**src/axicb_pkg.sv**
```systemverilog
//////////////////////////////
// Field widths, response codes and packed channel widths shared by
// the master port stage and its testbench
//////////////////////////////

package axicb_pkg;

    //////////////////////////////
    // AXI4-lite field widths
    //////////////////////////////

    localparam int PROT_W = 3;
    localparam int RESP_W = 2;

    // Response codes
    localparam logic [RESP_W-1:0] RESP_OKAY   = 2'b00;
    localparam logic [RESP_W-1:0] RESP_SLVERR = 2'b10;

    //////////////////////////////
    // Packed channel widths
    //////////////////////////////

    // AW and AR word is {prot, id, addr}
    function automatic int awch_width(input int addr_w, input int id_w);
        return PROT_W + id_w + addr_w;
    endfunction

    // W word is {strb, data}, one strobe bit per byte
    function automatic int wch_width(input int data_w);
        return data_w / 8 + data_w;
    endfunction

    // B word is {resp, id}
    function automatic int bch_width(input int id_w);
        return RESP_W + id_w;
    endfunction

    // R word is {data, resp, id}
    function automatic int rch_width(input int data_w, input int id_w);
        return data_w + RESP_W + id_w;
    endfunction

    // FIFO pointer width, depth rounds up to a power of two
    function automatic int fifo_addr_w(input int depth);
        return (depth < 2) ? 1 : $clog2(depth);
    endfunction

endpackage

```
**src/axicb_scfifo.sv**
```systemverilog
//////////////////////////////
// Single-clock FIFO used to buffer every channel of the port stage
// Push and pull are ignored when full or empty, head entry is always shown
//////////////////////////////

module axicb_scfifo #(
    parameter int ADDR_WIDTH = 2,
    parameter int DATA_WIDTH = 8
) (
    input  logic                  i_aclk,
    input  logic                  i_reset,
    input  logic                  i_push,
    input  logic [DATA_WIDTH-1:0] i_data,
    output logic                  o_full,
    input  logic                  i_pull,
    output logic [DATA_WIDTH-1:0] o_data,
    output logic                  o_empty
);

    localparam int DEPTH = 2 ** ADDR_WIDTH;

    logic [DATA_WIDTH-1:0] mem [0:DEPTH-1];
    logic [ADDR_WIDTH-1:0] wr_ptr;
    logic [ADDR_WIDTH-1:0] rd_ptr;
    logic [ADDR_WIDTH:0]   count;
    logic                  do_push;
    logic                  do_pull;

    // Qualified requests
    assign do_push = i_push && !o_full;
    assign do_pull = i_pull && !o_empty;

    //////////////////////////////
    // Storage
    //////////////////////////////

    always_ff @(posedge i_aclk) begin
        if (do_push) begin
            mem[wr_ptr] <= i_data;
        end
    end

    assign o_data = mem[rd_ptr];

    //////////////////////////////
    // Pointers and occupancy
    //////////////////////////////

    always_ff @(posedge i_aclk) begin
        if (i_reset) begin
            wr_ptr <= '0;
            rd_ptr <= '0;
            count  <= '0;
        end else begin
            // Pointers wrap on their natural width
            if (do_push) begin
                wr_ptr <= wr_ptr + 1'b1;
            end
            if (do_pull) begin
                rd_ptr <= rd_ptr + 1'b1;
            end
            case ({do_push, do_pull})
                2'b10:   count <= count + 1'b1;
                2'b01:   count <= count - 1'b1;
                default: count <= count;
            endcase
        end
    end

    // Count tops out at DEPTH, so its MSB alone marks full
    assign o_full  = count[ADDR_WIDTH];
    assign o_empty = (count == '0);

    //////////////////////////////
    // Checks
    //////////////////////////////

    a_full_empty_excl: assert property (
        @(posedge i_aclk) disable iff (i_reset)
        !(o_full && o_empty)
    );

    a_count_bound: assert property (
        @(posedge i_aclk) disable iff (i_reset)
        count <= DEPTH
    );

endmodule

```
**src/axicb_req_path.sv**
```systemverilog
//////////////////////////////
// Request side of the port stage, buffers AW, W and AR toward the slave
// Splits each head word into fields and strips the slave base address
//////////////////////////////

module axicb_req_path #(
    parameter int                    AXI_ADDR_W      = 16,
    parameter int                    AXI_ID_W        = 4,
    parameter int                    AXI_DATA_W      = 32,
    parameter logic [AXI_ADDR_W-1:0] BASE_ADDR       = 16'h4000,
    parameter int                    KEEP_BASE_ADDR  = 0,
    parameter int                    SLV_OSTDREQ_NUM = 4
) (
    input  logic                                                  i_aclk,
    input  logic                                                  i_reset,
    // AW and W from the switching logic
    input  logic                                                  i_awvalid,
    output logic                                                  o_awready,
    input  logic [axicb_pkg::awch_width(AXI_ADDR_W, AXI_ID_W)-1:0] i_awch,
    input  logic                                                  i_wvalid,
    output logic                                                  o_wready,
    input  logic [axicb_pkg::wch_width(AXI_DATA_W)-1:0]           i_wch,
    // AR from the switching logic
    input  logic                                                  i_arvalid,
    output logic                                                  o_arready,
    input  logic [axicb_pkg::awch_width(AXI_ADDR_W, AXI_ID_W)-1:0] i_arch,
    // AW and W to the slave
    output logic                                                  o_awvalid,
    input  logic                                                  i_awready,
    output logic [AXI_ADDR_W-1:0]                                 o_awaddr,
    output logic [axicb_pkg::PROT_W-1:0]                          o_awprot,
    output logic [AXI_ID_W-1:0]                                   o_awid,
    output logic                                                  o_wvalid,
    input  logic                                                  i_wready,
    output logic [AXI_DATA_W-1:0]                                 o_wdata,
    output logic [AXI_DATA_W/8-1:0]                               o_wstrb,
    // AR to the slave
    output logic                                                  o_arvalid,
    input  logic                                                  i_arready,
    output logic [AXI_ADDR_W-1:0]                                 o_araddr,
    output logic [axicb_pkg::PROT_W-1:0]                          o_arprot,
    output logic [AXI_ID_W-1:0]                                   o_arid
);

    import axicb_pkg::*;

    localparam int AWCH_W = awch_width(AXI_ADDR_W, AXI_ID_W);
    localparam int WCH_W  = wch_width(AXI_DATA_W);
    localparam int FIFO_A = fifo_addr_w(SLV_OSTDREQ_NUM);

    logic [AWCH_W-1:0]     awch;
    logic [WCH_W-1:0]      wch;
    logic [AWCH_W-1:0]     arch;
    logic [AXI_ADDR_W-1:0] awaddr;
    logic [AXI_ADDR_W-1:0] araddr;
    logic                  aw_full;
    logic                  aw_empty;
    logic                  w_full;
    logic                  w_empty;
    logic                  ar_full;
    logic                  ar_empty;

    //////////////////////////////
    // Channel buffers
    //////////////////////////////

    axicb_scfifo #(.ADDR_WIDTH(FIFO_A), .DATA_WIDTH(AWCH_W)) aw_fifo (
        .i_aclk(i_aclk), .i_reset(i_reset),
        .i_push(i_awvalid), .i_data(i_awch), .o_full(aw_full),
        .i_pull(i_awready), .o_data(awch), .o_empty(aw_empty)
    );

    axicb_scfifo #(.ADDR_WIDTH(FIFO_A), .DATA_WIDTH(WCH_W)) w_fifo (
        .i_aclk(i_aclk), .i_reset(i_reset),
        .i_push(i_wvalid), .i_data(i_wch), .o_full(w_full),
        .i_pull(i_wready), .o_data(wch), .o_empty(w_empty)
    );

    axicb_scfifo #(.ADDR_WIDTH(FIFO_A), .DATA_WIDTH(AWCH_W)) ar_fifo (
        .i_aclk(i_aclk), .i_reset(i_reset),
        .i_push(i_arvalid), .i_data(i_arch), .o_full(ar_full),
        .i_pull(i_arready), .o_data(arch), .o_empty(ar_empty)
    );

    assign o_awready = !aw_full;
    assign o_awvalid = !aw_empty;
    assign o_wready  = !w_full;
    assign o_wvalid  = !w_empty;
    assign o_arready = !ar_full;
    assign o_arvalid = !ar_empty;

    // Field split of the head words
    assign {o_awprot, o_awid, awaddr} = awch;
    assign {o_arprot, o_arid, araddr} = arch;
    assign {o_wstrb, o_wdata}         = wch;

    //////////////////////////////
    // Slave address map
    //////////////////////////////

    if (KEEP_BASE_ADDR > 0) begin : g_keep_base
        assign o_awaddr = awaddr;
        assign o_araddr = araddr;
    end else begin : g_strip_base
        assign o_awaddr = awaddr - BASE_ADDR;
        assign o_araddr = araddr - BASE_ADDR;

        // Switch must only route addresses inside this slave's window
        a_aw_in_window: assert property (
            @(posedge i_aclk) disable iff (i_reset)
            o_awvalid |-> (awaddr >= BASE_ADDR)
        );
        a_ar_in_window: assert property (
            @(posedge i_aclk) disable iff (i_reset)
            o_arvalid |-> (araddr >= BASE_ADDR)
        );
    end

endmodule

```
**src/axicb_rsp_path.sv**
```systemverilog
//////////////////////////////
// Response side of the port stage, packs slave B and R into channel words
//////////////////////////////

module axicb_rsp_path #(
    parameter int AXI_ID_W        = 4,
    parameter int AXI_DATA_W      = 32,
    parameter int SLV_OSTDREQ_NUM = 4
) (
    input  logic                                                 i_aclk,
    input  logic                                                 i_reset,
    // From the slave
    input  logic                                                 i_bvalid,
    output logic                                                 o_bready,
    input  logic [AXI_ID_W-1:0]                                  i_bid,
    input  logic [axicb_pkg::RESP_W-1:0]                         i_bresp,
    input  logic                                                 i_rvalid,
    output logic                                                 o_rready,
    input  logic [AXI_ID_W-1:0]                                  i_rid,
    input  logic [axicb_pkg::RESP_W-1:0]                         i_rresp,
    input  logic [AXI_DATA_W-1:0]                                i_rdata,
    // To the switching logic
    output logic                                                 o_bvalid,
    input  logic                                                 i_bready,
    output logic [axicb_pkg::bch_width(AXI_ID_W)-1:0]            o_bch,
    output logic                                                 o_rvalid,
    input  logic                                                 i_rready,
    output logic [axicb_pkg::rch_width(AXI_DATA_W, AXI_ID_W)-1:0] o_rch
);

    import axicb_pkg::*;

    localparam int BCH_W  = bch_width(AXI_ID_W);
    localparam int RCH_W  = rch_width(AXI_DATA_W, AXI_ID_W);
    localparam int FIFO_A = fifo_addr_w(SLV_OSTDREQ_NUM);

    logic [BCH_W-1:0] bch;
    logic [RCH_W-1:0] rch;
    logic             b_full;
    logic             b_empty;
    logic             r_full;
    logic             r_empty;

    // Pack slave fields, id in the low bits
    assign bch = {i_bresp, i_bid};
    assign rch = {i_rdata, i_rresp, i_rid};

    //////////////////////////////
    // Response buffers
    //////////////////////////////

    axicb_scfifo #(.ADDR_WIDTH(FIFO_A), .DATA_WIDTH(BCH_W)) b_fifo (
        .i_aclk(i_aclk), .i_reset(i_reset),
        .i_push(i_bvalid), .i_data(bch), .o_full(b_full),
        .i_pull(i_bready), .o_data(o_bch), .o_empty(b_empty)
    );

    axicb_scfifo #(.ADDR_WIDTH(FIFO_A), .DATA_WIDTH(RCH_W)) r_fifo (
        .i_aclk(i_aclk), .i_reset(i_reset),
        .i_push(i_rvalid), .i_data(rch), .o_full(r_full),
        .i_pull(i_rready), .o_data(o_rch), .o_empty(r_empty)
    );

    assign o_bready = !b_full;
    assign o_bvalid = !b_empty;
    assign o_rready = !r_full;
    assign o_rvalid = !r_empty;

    // B response held with its payload until the switch takes it
    a_b_hold: assert property (
        @(posedge i_aclk) disable iff (i_reset)
        (o_bvalid && !i_bready) |=> (o_bvalid && $stable(o_bch))
    );

endmodule

```
**src/axicb_mst_if.sv**
```systemverilog
//////////////////////////////
// AXI4-lite master port stage, one instance per external slave
// Buffers all five channels between the switching logic and the slave
//////////////////////////////

module axicb_mst_if #(
    parameter int                    AXI_ADDR_W      = 16,
    parameter int                    AXI_ID_W        = 4,
    parameter int                    AXI_DATA_W      = 32,
    parameter logic [AXI_ADDR_W-1:0] BASE_ADDR       = 16'h4000,
    parameter int                    KEEP_BASE_ADDR  = 0,
    parameter int                    SLV_OSTDREQ_NUM = 4
) (
    input  logic                                                  i_aclk,
    input  logic                                                  i_reset,

    //////////////////////////////
    // Switching logic side
    //////////////////////////////

    input  logic                                                  i_awvalid,
    output logic                                                  o_awready,
    input  logic [axicb_pkg::awch_width(AXI_ADDR_W, AXI_ID_W)-1:0] i_awch,
    input  logic                                                  i_wvalid,
    output logic                                                  o_wready,
    input  logic [axicb_pkg::wch_width(AXI_DATA_W)-1:0]           i_wch,
    input  logic                                                  i_arvalid,
    output logic                                                  o_arready,
    input  logic [axicb_pkg::awch_width(AXI_ADDR_W, AXI_ID_W)-1:0] i_arch,
    output logic                                                  o_bvalid,
    input  logic                                                  i_bready,
    output logic [axicb_pkg::bch_width(AXI_ID_W)-1:0]             o_bch,
    output logic                                                  o_rvalid,
    input  logic                                                  i_rready,
    output logic [axicb_pkg::rch_width(AXI_DATA_W, AXI_ID_W)-1:0]  o_rch,

    //////////////////////////////
    // External slave side
    //////////////////////////////

    output logic                                                  o_awvalid,
    input  logic                                                  i_awready,
    output logic [AXI_ADDR_W-1:0]                                 o_awaddr,
    output logic [axicb_pkg::PROT_W-1:0]                          o_awprot,
    output logic [AXI_ID_W-1:0]                                   o_awid,
    output logic                                                  o_wvalid,
    input  logic                                                  i_wready,
    output logic [AXI_DATA_W-1:0]                                 o_wdata,
    output logic [AXI_DATA_W/8-1:0]                               o_wstrb,
    input  logic                                                  i_bvalid,
    output logic                                                  o_bready,
    input  logic [AXI_ID_W-1:0]                                   i_bid,
    input  logic [axicb_pkg::RESP_W-1:0]                          i_bresp,
    output logic                                                  o_arvalid,
    input  logic                                                  i_arready,
    output logic [AXI_ADDR_W-1:0]                                 o_araddr,
    output logic [axicb_pkg::PROT_W-1:0]                          o_arprot,
    output logic [AXI_ID_W-1:0]                                   o_arid,
    input  logic                                                  i_rvalid,
    output logic                                                  o_rready,
    input  logic [AXI_ID_W-1:0]                                   i_rid,
    input  logic [axicb_pkg::RESP_W-1:0]                          i_rresp,
    input  logic [AXI_DATA_W-1:0]                                 i_rdata
);

    // Requests toward the slave
    axicb_req_path #(
        .AXI_ADDR_W      (AXI_ADDR_W),
        .AXI_ID_W        (AXI_ID_W),
        .AXI_DATA_W      (AXI_DATA_W),
        .BASE_ADDR       (BASE_ADDR),
        .KEEP_BASE_ADDR  (KEEP_BASE_ADDR),
        .SLV_OSTDREQ_NUM (SLV_OSTDREQ_NUM)
    ) u_req_path (
        .i_aclk    (i_aclk),    .i_reset   (i_reset),
        .i_awvalid (i_awvalid), .o_awready (o_awready), .i_awch (i_awch),
        .i_wvalid  (i_wvalid),  .o_wready  (o_wready),  .i_wch  (i_wch),
        .i_arvalid (i_arvalid), .o_arready (o_arready), .i_arch (i_arch),
        .o_awvalid (o_awvalid), .i_awready (i_awready), .o_awaddr (o_awaddr),
        .o_awprot  (o_awprot),  .o_awid    (o_awid),
        .o_wvalid  (o_wvalid),  .i_wready  (i_wready),
        .o_wdata   (o_wdata),   .o_wstrb   (o_wstrb),
        .o_arvalid (o_arvalid), .i_arready (i_arready), .o_araddr (o_araddr),
        .o_arprot  (o_arprot),  .o_arid    (o_arid)
    );

    // Responses back to the switching logic
    axicb_rsp_path #(
        .AXI_ID_W        (AXI_ID_W),
        .AXI_DATA_W      (AXI_DATA_W),
        .SLV_OSTDREQ_NUM (SLV_OSTDREQ_NUM)
    ) u_rsp_path (
        .i_aclk   (i_aclk),   .i_reset  (i_reset),
        .i_bvalid (i_bvalid), .o_bready (o_bready),
        .i_bid    (i_bid),    .i_bresp  (i_bresp),
        .i_rvalid (i_rvalid), .o_rready (o_rready),
        .i_rid    (i_rid),    .i_rresp  (i_rresp), .i_rdata (i_rdata),
        .o_bvalid (o_bvalid), .i_bready (i_bready), .o_bch (o_bch),
        .o_rvalid (o_rvalid), .i_rready (i_rready), .o_rch (o_rch)
    );

endmodule

```
**config.mk**
```make
export PLATFORM = sky130hd
export DESIGN_NAME = axicb_mst_if
export DESIGN_NICKNAME = d
export VERILOG_FILES = /design/src/axicb_pkg.sv /design/src/axicb_scfifo.sv /design/src/axicb_req_path.sv /design/src/axicb_rsp_path.sv /design/src/axicb_mst_if.sv
export SDC_FILE = /design/constraint.sdc
export NUM_CORES = 1
export LEC_CHECK = 0
export ABC_AREA = 1
export BUFFER_PORTS_ARGS = -buffer_cell sky130_fd_sc_hd__buf_2
export CAP_MARGIN = 10
export CORE_ASPECT_RATIO = 1.2
export CORE_UTILIZATION = 45
export DETAILED_ROUTE_END_ITERATION = 10
export GPL_ROUTABILITY_DRIVEN = 1
export GPL_TIMING_DRIVEN = 1
export PLACE_DENSITY = 0.63
export RECOVER_POWER = 100
export REMOVE_ABC_BUFFERS = 1
export SLEW_MARGIN = 25
export SYNTH_ARGS = -nofsm -noshare
export SYNTH_HDL_FRONTEND = slang
export SYNTH_HIERARCHICAL = 1
export SYNTH_SLANG_ARGS = --single-unit
```
**constraint.sdc**
```tcl
create_clock -name i_aclk -period 3.4 [get_ports i_aclk]
set_input_delay 0.51 -clock i_aclk [delete_from_list [all_inputs] [get_ports i_aclk]]
set_output_delay 0.51 -clock i_aclk [all_outputs]
set_load 0.02 [all_outputs]
```
==> reports/metrics.cfg <==
[placed_design]
dp.cells=2424
place_hpwl_um=26700
numPortBuffers=273
routabilityCongestion=0.759
post-place-ws_ns=1.16

[route]
viasPerCell=5.11
drt_iter0_drc=559
wl_per_cell_um=17.6
antenna_left=0
drc=0
via_count=12877
drtPass1Iterations=4
drt_wl_total_um=44400

[grt]
grt_pass1_vias=12841
overflow=0
grt_pass1_wl_um=68400
grt_use_total_pct=17.8
antenna_found_initial=2
grt_max_degree=77

[synth]
yosys_warnings=6
synth_area_per_cell_sq_um=13.9
synth_top_area_share_pct=69.3
syn_area_sq_um=21800
synth.largest_area_cell=edfxtp_1
ys_seq_area_share_pct=73.4
ys_ff_latch=549
ys_types=31
yosys-top-cells-area=edfxtp_1, nor2_1, dfxtp_1, o21ai_0, o22ai_1
syn_inst=1568

[power]
vdd_drop_max_mv=0.497
p_per_area_nw_per_um2=782
p_leak_nw=8.48

[sta]
fin_setup_tns_ns=0
clock.fmax_ghz=0.331
rsz0062_at_grt=no
worstMarginPinSlew_ns=1.61
slew_headroom_pct=-7.14
layout_setup_ws_ns=0.383
fin_crit_ns=3.02
clock_skew_ns=0.0191
maxSlewViolCount=168
finalCritPeriodShare_pct=88.7
hold_viol=0
finalSetupViolCount=0

[clock_network]
clk_path_buf_depth=3
cts_tree=done
htree_levels=2
cts_root_buffer=clkbuf_16
cts_setup_buffers=0
hold_buffers=0
cts-resized-gates=0
insertion_delay_ns=0.58
numCtsBuffers=52
path_clk_slew_ns=0.06
cts.sinks=549

[floorplanning]
die_area_sq_um=49400
core_area_sq_um=48000
initial_core_util_pct=45.5
ios=274
die_y_um=243
die_width_um=203
row_count=88

[final_layout]
final_net_count=2016
layout-drive-gt1-share_pct=15.8
area_delta_synth_final_pct=13.9
layout_common_cells=edfxtp_1, nor2_1, clkbuf_1
fin_cells=2520
layout_commonest_cell=edfxtp_1

[setup_path]
worst_r2r_path_depth=4
cp_max_fo=22
timing.rr.start=u_req_path/aw_fifo/count[2]$_SDFFE_PP0P_
cp.arrival_ns=2.51
critPathLaunchType=flop
critPathCaptureType=output pin
worstPathRequired_ns=2.89
regToRegEndpoint=u_req_path/aw_fifo/mem[1][12]$_DFFE_PP_
rrSetupSlack_ns=0.84
path_class=reg2out

[hold_path]
min_from=i_rresp[0]
hold_path_depth=1
holdPathEnd=u_rsp_path/r_fifo/mem[3][4]$_DFFE_PP_
hold_class=in2reg

[run]
drv_cap=7

[run_status]
violations=capacitance limit, slew limit
status=complete, but fails checks

critical path, stage by stage, from the launching register on:
cell      delay, ns
dfxtp_1        0.79
clkbuf_2       0.52
o21ai_0        0.20
o22ai_2        0.16
clkbuf_1       0.28
synth_stat cells (all sizes together):
master / instances
a21oi: 25
buf: 57
clkbuf: 15
dfxtp: 45
dlymetal6s2s: 2
edfxtp: 504
fa: 5
ha: 25
inv: 109
nand2: 66
nand3: 15
nor2: 302
o21ai: 272
o22ai: 126
kinds of logic (layout without fill, tap and decap cells):
family	Yosys count	in the layout	synth area share, %
other cells	0	2	0
fa+ha+maj	30	30	1.89
simple gates	383	383	7.60
buf+inv	183	503	5.12
flops	549	549	73.4
compound gates	423	423	11.9
area by class of cell:
cell class	count	area, sq um
well taps	630	788
clock buffers	68	1380
flip-flops and latches	549	16000
fillers	4113	23100
diodes	2	5.00
inverters	109	439
clock inverters	26	211
repair buffers	300	1280
multi-input cells	836	4720
power by group:
| group | switching [mW] | leakage (nW) | internal (mW) |
|---|---|---|---|
| registers | 0.320 | 4.99 | 8.28 |
| logic | 3.95 | 2.72 | 1.48 |
| clock network | 2.33 | 0.767 | 3.09 |
registers in the layout, indices dropped and copies added, names as in the netlist, 3 cells and up, named ones only:
| register | flops |
|---|---|
| u_rsp_path/r_fifo/mem | 152 |
| u_req_path/w_fifo/mem | 144 |
| u_req_path/ar_fifo/mem | 92 |
| u_req_path/aw_fifo/mem | 92 |
| u_rsp_path/b_fifo/mem | 24 |
| u_req_path/ar_fifo/count | 3 |
| u_req_path/aw_fifo/count | 3 |
| u_req_path/w_fifo/count | 3 |
| u_rsp_path/b_fifo/count | 3 |
| u_rsp_path/r_fifo/count | 3 |
per-layer routing:
layer	track usage, %	share of wire (%)	up-vias	wire length (um)
met2	31.0	51	330	22500
met1	21.4	40	6253	17800
met3	4.76	7.2	61	3210
li1	-	-	6231	-
met5	0	0.029	-	13
met4	5.64	2.1	2	937
how the worst max path moves through the flow:
| stage | from | endpoint | cells after the start |
|---|---|---|---|
| 2_1_floorplan | flop | o_rch[0] | 3 |
| 3_3_place_gp | flop | o_wdata[8] | 4 |
| 3_5_place_dp | flop | o_awaddr[9] | 4 |
| 4_1_cts | flop | o_awaddr[9] | 4 |
| 5_1_grt | flop | o_awaddr[13] | 4 |
| 6_report | flop | o_awaddr[0] | 4 |
stage by stage:
step / hold WS (ns) / cell area [sq um] / util (%) / total power [mW]
2_1_floorplan: 0.459 / 21200 / - / 12.3
3_3_place_gp: 0.486 / 23600 / 49.2 / 14.3
3_5_place_dp: 0.493 / 23600 / 49.2 / 14.4
4_1_cts: 0.100 / 25200 / 52.5 / 19.9
5_1_grt: 0.162 / 24900 / 51.8 / 20.4
6_report: 0.180 / 24900 / 51.8 / 19.4
Power figures use the tool's default switching activity.
